### config.mk
export PLATFORM = sky130hd
export DESIGN_NAME = cache_axi_bridge
export DESIGN_NICKNAME = d
export VERILOG_FILES = /design/src/hdl/axi_bus_pkg.sv /design/src/hdl/cache_port_pkg.sv /design/src/hdl/axi_read_engine.sv /design/src/hdl/axi_write_engine.sv /design/src/hdl/cache_axi_bridge.sv
export SDC_FILE = /design/constraint.sdc
export NUM_CORES = 1
export LEC_CHECK = 0
export BUFFER_PORTS_ARGS = -buffer_cell sky130_fd_sc_hd__buf_2
export CORE_AREA = 2 2 356 358
export DETAILED_ROUTE_END_ITERATION = 6
export DIE_AREA = 0 0 358 360
export PLACE_DENSITY_LB_ADDON = 0.3
export SETUP_SLACK_MARGIN = 0.3
export SLEW_MARGIN = 15
export SYNTH_ARGS = -nofsm -noshare
export SYNTH_HDL_FRONTEND = slang
export SYNTH_SLANG_ARGS = --single-unit
### constraint.sdc
create_clock -name clk -period 16.6 [get_ports clk]
set_input_delay 2.49 -clock clk [delete_from_list [all_inputs] [get_ports clk]]
set_output_delay 2.49 -clock clk [all_outputs]
set_load 0.02 [all_outputs]
### src/hdl/axi_bus_pkg.sv
package axi_bus_pkg;

	// widths seen on the AXI side
	typedef logic [31:0] addr_t;   // byte address
	typedef logic [31:0] data_t;   // one bus word
	typedef logic [3:0]  strb_t;   // byte lanes of a word
	typedef logic [3:0]  axi_id_t;
	typedef logic [3:0]  len_t;    // beats minus one
	typedef logic [2:0]  size_t;   // log2 bytes per beat
	typedef logic [1:0]  burst_t;

	localparam burst_t BURST_FIXED = 2'd0;
	localparam burst_t BURST_INCR  = 2'd1;

	// shared by AR and AW
	typedef struct packed {
		axi_id_t id;
		addr_t   addr;
		len_t    len;
		size_t   size;
		burst_t  burst;
	} ax_req_t;

	typedef struct packed {
		data_t data;
		strb_t strb;
		logic  last;
	} w_beat_t;

	typedef struct packed {
		axi_id_t id;
		data_t   data;
		logic    last;
	} r_beat_t;

	localparam axi_id_t ID_INST = 4'd0;   // icache reads
	localparam axi_id_t ID_DATA = 4'd1;   // dcache reads and every write

endpackage

### src/hdl/cache_port_pkg.sv
package cache_port_pkg;

	// read request from either cache
	typedef struct packed {
		axi_bus_pkg::addr_t addr;
		axi_bus_pkg::size_t size;
		logic               uncached;   // single beat, fixed burst
	} rd_req_t;

	// write request from the dcache
	typedef struct packed {
		axi_bus_pkg::addr_t addr;
		axi_bus_pkg::size_t size;
		axi_bus_pkg::strb_t strb;
		logic               uncached;
		axi_bus_pkg::data_t word;   // data of an uncached write
	} wr_req_t;

	// one returned read word
	typedef struct packed {
		axi_bus_pkg::data_t data;
		logic               last;
	} ret_t;

	typedef enum logic [1:0] {
		RD_IDLE,
		RD_ADDR,
		RD_DATA
	} rd_state_e;

	typedef enum logic [1:0] {
		WR_IDLE,
		WR_ADDR,
		WR_DATA,
		WR_RESP
	} wr_state_e;

endpackage

### src/hdl/axi_read_engine.sv
`timescale 1ns/1ps

module axi_read_engine #(
	parameter int BURST_BEATS = 16
) (
	input  logic                    clk,
	input  logic                    rst,
	input  logic                    ic_rd_req,
	input  cache_port_pkg::rd_req_t ic_rd,
	output logic                    ic_rd_rdy,
	output logic                    ic_ret_valid,
	output cache_port_pkg::ret_t    ic_ret,
	input  logic                    dc_rd_req,
	input  cache_port_pkg::rd_req_t dc_rd,
	output logic                    dc_rd_rdy,
	output logic                    dc_ret_valid,
	output cache_port_pkg::ret_t    dc_ret,
	input  logic                    write_busy,
	output axi_bus_pkg::ax_req_t    ar,
	output logic                    arvalid,
	input  logic                    arready,
	input  axi_bus_pkg::r_beat_t    r,
	input  logic                    rvalid
);
	localparam axi_bus_pkg::len_t LINE_LEN = axi_bus_pkg::len_t'(BURST_BEATS - 1);

	cache_port_pkg::rd_state_e state;
	cache_port_pkg::rd_state_e state_nxt;
	logic ic_acc;
	logic dc_acc;
	logic r_beat;

	function automatic axi_bus_pkg::ax_req_t make_ar(input cache_port_pkg::rd_req_t req,
			input axi_bus_pkg::axi_id_t id);
		axi_bus_pkg::ax_req_t ax;
		ax.id    = id;
		ax.addr  = req.addr;
		ax.size  = req.size;
		ax.len   = req.uncached ? '0 : LINE_LEN;
		ax.burst = req.uncached ? axi_bus_pkg::BURST_FIXED : axi_bus_pkg::BURST_INCR;
		return ax;
	endfunction

	// icache wins a same-cycle tie
	assign ic_rd_rdy = (state == cache_port_pkg::RD_IDLE) && !write_busy;
	assign dc_rd_rdy = ic_rd_rdy && !ic_rd_req;
	assign ic_acc    = ic_rd_req && ic_rd_rdy;
	assign dc_acc    = dc_rd_req && dc_rd_rdy;

	assign arvalid = (state == cache_port_pkg::RD_ADDR);
	assign r_beat  = rvalid;   // every R beat is passed straight on

	// steer by the returned ID
	assign ic_ret_valid = r_beat && (r.id == axi_bus_pkg::ID_INST);
	assign dc_ret_valid = r_beat && (r.id == axi_bus_pkg::ID_DATA);
	assign ic_ret       = '{data: r.data, last: r.last};
	assign dc_ret       = '{data: r.data, last: r.last};

	always_comb begin
		state_nxt = state;
		case (state)
			cache_port_pkg::RD_IDLE: if (ic_acc || dc_acc) state_nxt = cache_port_pkg::RD_ADDR;
			cache_port_pkg::RD_ADDR: if (arready) state_nxt = cache_port_pkg::RD_DATA;
			cache_port_pkg::RD_DATA: if (rvalid && r.last) state_nxt = cache_port_pkg::RD_IDLE;
			default:                 state_nxt = cache_port_pkg::RD_IDLE;
		endcase
	end

	always_ff @(posedge clk) begin
		if (!rst) begin
			state <= cache_port_pkg::RD_IDLE;
		end else begin
			state <= state_nxt;
		end
	end

	// address held from acceptance until the AR transfer
	always_ff @(posedge clk) begin
		if (ic_acc) begin
			ar <= make_ar(ic_rd, axi_bus_pkg::ID_INST);
		end else if (dc_acc) begin
			ar <= make_ar(dc_rd, axi_bus_pkg::ID_DATA);
		end
	end

	ar_hold: assert property (@(posedge clk) disable iff (!rst)
		arvalid && !arready |=> arvalid && $stable(ar));

	ret_in_data: assert property (@(posedge clk) disable iff (!rst)
		(ic_ret_valid || dc_ret_valid) |-> state == cache_port_pkg::RD_DATA);

endmodule

### src/hdl/axi_write_engine.sv
`timescale 1ns/1ps

module axi_write_engine #(
	parameter int BURST_BEATS = 16
) (
	input  logic                                   clk,
	input  logic                                   rst,
	input  logic                                   dc_wr_req,
	input  cache_port_pkg::wr_req_t                dc_wr,
	input  axi_bus_pkg::data_t [BURST_BEATS-1:0]   dc_wr_line,
	output logic                                   dc_wr_rdy,
	output logic                                   write_busy,
	output axi_bus_pkg::ax_req_t                   aw,
	output logic                                   awvalid,
	input  logic                                   awready,
	output axi_bus_pkg::w_beat_t                   w,
	output logic                                   wvalid,
	input  logic                                   wready,
	input  logic                                   bvalid
);
	localparam int CNT_W = $clog2(BURST_BEATS + 1);
	localparam logic [CNT_W-1:0] LAST_BEAT = CNT_W'(BURST_BEATS - 1);
	localparam axi_bus_pkg::len_t LINE_LEN = axi_bus_pkg::len_t'(BURST_BEATS - 1);

	cache_port_pkg::wr_state_e state;
	cache_port_pkg::wr_state_e state_nxt;
	cache_port_pkg::wr_req_t req_q;                   // registered request
	axi_bus_pkg::data_t [BURST_BEATS-1:0] line_q;     // line buffer with word 0 out next
	logic [CNT_W-1:0] beat_cnt;
	logic wr_acc;
	logic w_xfer;
	logic last_beat;

	assign dc_wr_rdy  = (state == cache_port_pkg::WR_IDLE);
	assign wr_acc     = dc_wr_req && dc_wr_rdy;
	assign write_busy = (state != cache_port_pkg::WR_IDLE);   // drops the cycle after bvalid

	assign awvalid   = (state == cache_port_pkg::WR_ADDR);
	assign wvalid    = (state == cache_port_pkg::WR_DATA);
	assign w_xfer    = wvalid && wready;
	assign last_beat = req_q.uncached || (beat_cnt == LAST_BEAT);

	always_comb begin
		aw.id    = axi_bus_pkg::ID_DATA;
		aw.addr  = req_q.addr;
		aw.size  = req_q.size;
		aw.len   = req_q.uncached ? '0 : LINE_LEN;
		aw.burst = req_q.uncached ? axi_bus_pkg::BURST_FIXED : axi_bus_pkg::BURST_INCR;
	end

	always_comb begin
		w.data = req_q.uncached ? req_q.word : line_q[0];
		w.strb = req_q.uncached ? req_q.strb : '1;   // a line writes every byte
		w.last = wvalid && last_beat;
	end

	always_comb begin
		state_nxt = state;
		case (state)
			cache_port_pkg::WR_IDLE: if (wr_acc) state_nxt = cache_port_pkg::WR_ADDR;
			cache_port_pkg::WR_ADDR: if (awready) state_nxt = cache_port_pkg::WR_DATA;
			cache_port_pkg::WR_DATA: if (wready && last_beat) state_nxt = cache_port_pkg::WR_RESP;
			cache_port_pkg::WR_RESP: if (bvalid) state_nxt = cache_port_pkg::WR_IDLE;
			default:                 state_nxt = cache_port_pkg::WR_IDLE;
		endcase
	end

	always_ff @(posedge clk) begin
		if (!rst) begin
			state    <= cache_port_pkg::WR_IDLE;
			beat_cnt <= '0;
		end else begin
			state <= state_nxt;
			if (wr_acc) begin
				beat_cnt <= '0;
			end else if (w_xfer) begin
				beat_cnt <= beat_cnt + 1'b1;
			end
		end
	end

	always_ff @(posedge clk) begin
		if (wr_acc) begin
			req_q  <= dc_wr;
			line_q <= dc_wr_line;
		end else if (w_xfer) begin
			line_q <= {axi_bus_pkg::data_t'(0), line_q[BURST_BEATS-1:1]};   // next word down
		end
	end

	// last only on the closing beat
	wlast_final: assert property (@(posedge clk) disable iff (!rst)
		w.last |-> wvalid && (req_q.uncached ? beat_cnt == '0 : beat_cnt == LAST_BEAT));

	cnt_bound: assert property (@(posedge clk) disable iff (!rst)
		beat_cnt <= CNT_W'(BURST_BEATS));

endmodule

### src/hdl/cache_axi_bridge.sv
`timescale 1ns/1ps

module cache_axi_bridge #(
	parameter int BURST_BEATS = 16
) (
	input  logic                                   clk,
	input  logic                                   rst,
	input  logic                                   ic_rd_req,
	input  cache_port_pkg::rd_req_t                ic_rd,
	output logic                                   ic_rd_rdy,
	output logic                                   ic_ret_valid,
	output cache_port_pkg::ret_t                   ic_ret,
	input  logic                                   dc_rd_req,
	input  cache_port_pkg::rd_req_t                dc_rd,
	output logic                                   dc_rd_rdy,
	output logic                                   dc_ret_valid,
	output cache_port_pkg::ret_t                   dc_ret,
	input  logic                                   dc_wr_req,
	input  cache_port_pkg::wr_req_t                dc_wr,
	input  axi_bus_pkg::data_t [BURST_BEATS-1:0]   dc_wr_line,
	output logic                                   dc_wr_rdy,
	output axi_bus_pkg::ax_req_t                   ar,
	output logic                                   arvalid,
	input  logic                                   arready,
	input  axi_bus_pkg::r_beat_t                   r,
	input  logic                                   rvalid,
	output axi_bus_pkg::ax_req_t                   aw,
	output logic                                   awvalid,
	input  logic                                   awready,
	output axi_bus_pkg::w_beat_t                   w,
	output logic                                   wvalid,
	input  logic                                   wready,
	input  logic                                   bvalid
);
	logic write_busy;   // holds reads off while a write is open

	axi_read_engine #(
		.BURST_BEATS(BURST_BEATS)
	) u_rd (
		.clk(clk),
		.rst(rst),
		.ic_rd_req(ic_rd_req),
		.ic_rd(ic_rd),
		.ic_rd_rdy(ic_rd_rdy),
		.ic_ret_valid(ic_ret_valid),
		.ic_ret(ic_ret),
		.dc_rd_req(dc_rd_req),
		.dc_rd(dc_rd),
		.dc_rd_rdy(dc_rd_rdy),
		.dc_ret_valid(dc_ret_valid),
		.dc_ret(dc_ret),
		.write_busy(write_busy),
		.ar(ar),
		.arvalid(arvalid),
		.arready(arready),
		.r(r),
		.rvalid(rvalid)
	);

	axi_write_engine #(
		.BURST_BEATS(BURST_BEATS)
	) u_wr (
		.clk(clk),
		.rst(rst),
		.dc_wr_req(dc_wr_req),
		.dc_wr(dc_wr),
		.dc_wr_line(dc_wr_line),
		.dc_wr_rdy(dc_wr_rdy),
		.write_busy(write_busy),
		.aw(aw),
		.awvalid(awvalid),
		.awready(awready),
		.w(w),
		.wvalid(wvalid),
		.wready(wready),
		.bvalid(bvalid)
	);

endmodule

* Word level (Yosys, flattened, before mapping)
Index checks and enable logic that the tools add are counted.
Storage, ports and cells: flip-flop bits (word level) 635, input port bits 703, output and inout port bits 201, logic and storage cells 90
Cells by class: add/sub/neg operators 1, equal/unequal tests 14, multiplexer cells 21, bitwise gates (word level) 1, reductions and logical operators 24
Operator list (count):
- 512-bit 2-to-1 mux | 2
- 41-bit 2-to-1 mux | 2
- 32-bit 2-to-1 mux | 1
- 4-bit 2-to-1 mux | 4
- 2-bit 2-to-1 mux | 7
- 1-bit logical AND | 11
- 2-bit != test (second input constant) | 4
- 2-bit case mux with 4 select lines | 1
- 2-bit == test (second input constant) | 3
- 2-bit by 1-bit != test with 1-bit output (second input constant) | 3
- 2-bit case mux with 3 select lines | 1
- 2-bit nonzero test | 3
- 5-bit by 1-bit adder with 5-bit output (second input constant) | 1
- 5-bit by 4-bit == test with 1-bit output (second input constant) | 1
- 2-bit by 1-bit == test with 1-bit output (second input constant) | 2
- 4-bit by 1-bit == test with 1-bit output (second input constant) | 1
- 2-bit zero test | 2
- 4-bit zero test | 1
- 4-bit AND reduction | 1
- 1-bit 2-to-1 mux | 3
- 3-bit AND reduction | 1
- 1-bit zero test | 2
- 1-bit logical OR | 2
- 2-bit OR reduction | 1
- 1-bit inverter | 1

* Longest topological paths before layout
depth in word-level cells 8, mapped depth 9, gate-level depth less buffers 6

* Modules after synthesis
Synthesis repeated with hierarchy kept, for this count alone.
Second synthesis, totals: cell total of the unflattened synthesis 2474, area, all modules 27271.2 µm²
Modules (own cells, without submodules):
- axi_write_engine | instances 1, cells each 2305, area an instance 24871.4 µm², seq. area each 17677.0 µm²
- axi_read_engine | instances 1, cells each 169, area an instance 2399.8 µm², seq. area each 1141.1 µm²

* Least setup slack after synthesis
No wires, ideal clock.
kind input to register, start input port dc_wr_req, end register u_wr.line_q[0] in the netlist's numbering, enable pin, setup time 3.689 ns, arrival time 11.484 ns, required time 12.911 ns, slack 1.426 ns, cell stages on the path 4, path buffers 2, cell sequence nand2_1 -> clkbuf_1 -> clkbuf_1 -> nand2_1
On the way: longest elaborated chain between the ends 2
Ends and longest elaborated chain:
- from (decl) | RTL line cache_axi_bridge.sv:18 | input logic dc_wr_req,
- 1-bit logical AND | RTL line axi_write_engine.sv:35 | assign wr_acc = dc_wr_req && dc_wr_rdy;
- 2-bit nonzero test (no line)
- to (signal assigned) | RTL line axi_write_engine.sv:85 | line_q <= dc_wr_line;
- to (signal assigned) | RTL line axi_write_engine.sv:87 | line_q <= {axi_bus_pkg::data_t'(0), line_q[BURST_BEATS-1:1]};
- to (decl) | RTL line axi_write_engine.sv:28 | axi_bus_pkg::data_t [BURST_BEATS-1:0] line_q;
No other way between the ends. A chain may end at the register's enable or synchronous reset.

* Worst setup path in the final report
start input port dc_wr_req, end register u_wr.line_q[125] in the netlist's numbering (data pin)
On the way: longest elaborated chain between the ends 2
Ends and longest elaborated chain:
- 1-bit logical AND | RTL line axi_write_engine.sv:35
- 512-bit 2-to-1 mux | RTL line axi_write_engine.sv:83 | if (wr_acc) begin
No other way between the ends.

==> metrics.md <==
| Metric | Value |
|---|---|
| Status | complete, no violations |
| Worst vdd ir | 92.3 uV |
| Slew margin rel. | 26.4% |
| Proportion of layout cells with a drive suffix above 1 | 31.0% |
| DRT Pass-1 Iters | 5 |
| DR WL/cell | 18.8 um |
| Synth warnings | 0 |
| Nets@finish | 3,849 |
| Async SR Flop Fraction | 0% |
| RSZ-0062 raised after global routing | false |
| Wirelength, routed | 91.6 mm |
| GPL Wtd Cong | 0.862 |
| DRT iter0 DRCs | 1,400 |
| Setup Viol. Count Final | 0 |
| Clk sinks | 630 |
| CTS resizes | 0 |
| CTS tree | done |
| First-pass GRT wire length | 129 mm |
| Vias | 19.4k |
| Pwr/cell area | 184 nW/um^2 |
| Worst Hold Class | reg2reg |
| Cts bufs inserted | 77 |
| Die area | 129,000 um^2 |
| Main flop type after synthesis | edfxtp_1 |
| Tmin final | 6210 ps |
| Setup_tns | 0 ps |
| #FFs+latches synth | 630 |
| Worst path slowest cell | buf_4 |
| Grt total ovfl | 0 |
| Sequential fraction of the synthesis area | 69.3% |
| Dpl hpwl | 68.0 mm |
| Max Clock Freq | 161 MHz |
| Clock transition at path regs | 60 ps |
| Vias in the first global route | 19.4k |
| Slew @ Worst Pin | 1100 ps |
| Largest net degree at the start of global routing | 139 |
| Final hold viol count | 0 |
| Post-synthesis instance total | 2,472 |
| Finished Layout Cells | 4,868 |
| Most frequent cells in the layout | nand2_1, buf_2, edfxtp_1 |
| Period Utilization, post-route | 37.4% |
| CP Cell Sequence | buf_2 -> nand2_4 -> inv_8 -> buf_4 -> buf_4 -> buf_4 -> nand2_1 -> nand2_1 |
| Final Worst Setup Slack | 10,390 ps |
| Crit-path most repeated cell | buf_4 |
| Unique cell type count in the Yosys netlist | 37 |
| Boundary pin count | 904 |
| Vias/cell | 3.99 |
| Final ANT Viol Nets | 0 |
| Clock tree buffer depth | 3 |
| # Post-CTS Setup Buffers | 0 |
| Cell Area, Synth | 27,100 um^2 |
| Post-Place Worst Slack | 9640 ps |
| Max stage delay on crit path | 880 ps |
| Area Growth Syn to Fin | 27.1% |
| H-tree levels | 3 |
| Die width | 358 um |
| Max-slew violation count | 0 |
| Commonest non-fill, non-tap cell in the layout | nand2_1 |
| Row cnt | 130 |
| Remaining DRCs | 0 |
| Core ar. | 125,000 um^2 |
| Max-cap viol count | 0 |
| Initial core utilization | 21.7% |
| Leakage power | 0.0154 uW |
| Worst Skew | 31.5 ps |
| Worst Path Required | 17,140 ps |
| CP Capture Type | flip-flop |
| CP startpoint kind | input port |
| Placed cell count | 4,710 |
| Die Y | 360 um |
| Worst EP arrival | 6750 ps |
| Hold buffer count at CTS | 0 |
| Setup CP Type | in2reg |
| Avg Synthesized Cell Area | 11.0 um^2 |
| IO Port Bufs | 798 |
| Tot GR Track Use | 13.7% |
| Post-synth EDFFs | 620 |
| Max Fanout on Critical Path | 137 |
| Antenna violations before repair | 86 |
| Skew-Pair Late Insertion Delay | 670 ps |
| Root Buffer | clkbuf_16 |
-- worst max-delay path: cells and delay by family --
family	cells	cell delay, ps
buffers and inverters	5	3220
and+or+nand+nor	3	780
-- routing by layer --
metal | wire length, um | track usage (%)
met1 | 38200 | 16.9
met2 | 40800 | 21.2
met3 | 9800 | 6.56
met4 | 2170 | 3.91
met5 | 665 | 0
-- final timing paths --
| kind | start | endpoint | slack [ps] | depth (start not counted) |
|---|---|---|---|---|
| setup reg to reg | u_wr.state[1] | u_wr.line_q[125] | 11660 | 10 |
| hold reg to reg | u_rd.ar[41] | u_rd.ar[41] | 470 | 2 |
| hold / removal | u_rd.ar[41] | u_rd.ar[41] | 470 | 2 |
| setup / recovery | dc_wr_req | u_wr.line_q[125] | 10390 | 8 |
-- report_power, final --
group | switching, uW | internal [uW] | total [uW]
registers | 216 | 2680 | 2900
clock network | 711 | 964 | 1680
logic | 1280 | 498 | 1770
-- through the flow --
step / hold WS (ps) / cell area, um^2 / utilization, % / power [uW]
after floorplan: 454 / 27200 / - / 4380
after global routing: 493 / 34500 / 27.6 / 6760
final: 465 / 34500 / 27.6 / 6350
after CTS: 465 / 34500 / 27.6 / 6480
after global placement: 446 / 32000 / 25.6 / 4740
after detailed placement: 449 / 32000 / 25.6 / 4760
-- registers in the layout, indices dropped and copies added, names as in the netlist --
register and cells:
u_wr.state 2, u_rd.ar 37, u_rd.state 2, u_wr.req_q 37, u_wr.beat_cnt 5, u_wr.aw 35, u_wr.line_q 512
-- synth_stat cells, types with 3 or more instances --
library cell,number,area [um^2]
and3_1,33,206
nor2b_1,7,43.8
buf_2,44,220
nand2b_1,4,25.0
nand3_1,3,15.0
mux2_1,8,90.1
nor2_1,4,15.0
nand2_1,1447,5430
a21oi_1,5,25.0
edfxtp_1,620,18600
ha_1,7,87.6
mux2_2,39,439
o21a_1,3,22.5
buf_4,118,886
buf_1,9,33.8
mux2_4,20,300
clkbuf_1,63,236
dfxtp_1,10,200
inv_1,5,18.8
-- layout make-up --
type	instances	area, um^2
antenna	16	40.0
fill	13348	90400
sequential	630	18800
tap	1650	2060
timing repair buffer	819	4160
inverter	5	26.3
clock inverter	51	439
clock buffer	91	2040
multi-input combinational	1606	6910
-- kinds of logic (layout without fill, tap and decap cells) --
group / Yosys count / count (layout) / synth area share [%]
buffers and inverters: 243 / 966 / 5.38
adders and majority gates: 7 / 7 / 0.323
and+or+nand+nor: 1504 / 1504 / 21.3
xor gates and xnor gates: 2 / 2 / 0.0645
DFF: 630 / 630 / 69.3
other: 2 / 25 / 0.0277
AOI/OAI and AO/OA: 15 / 15 / 0.396
muxes: 69 / 69 / 3.13
No activity file was read; power rests on OpenSTA's default activity.
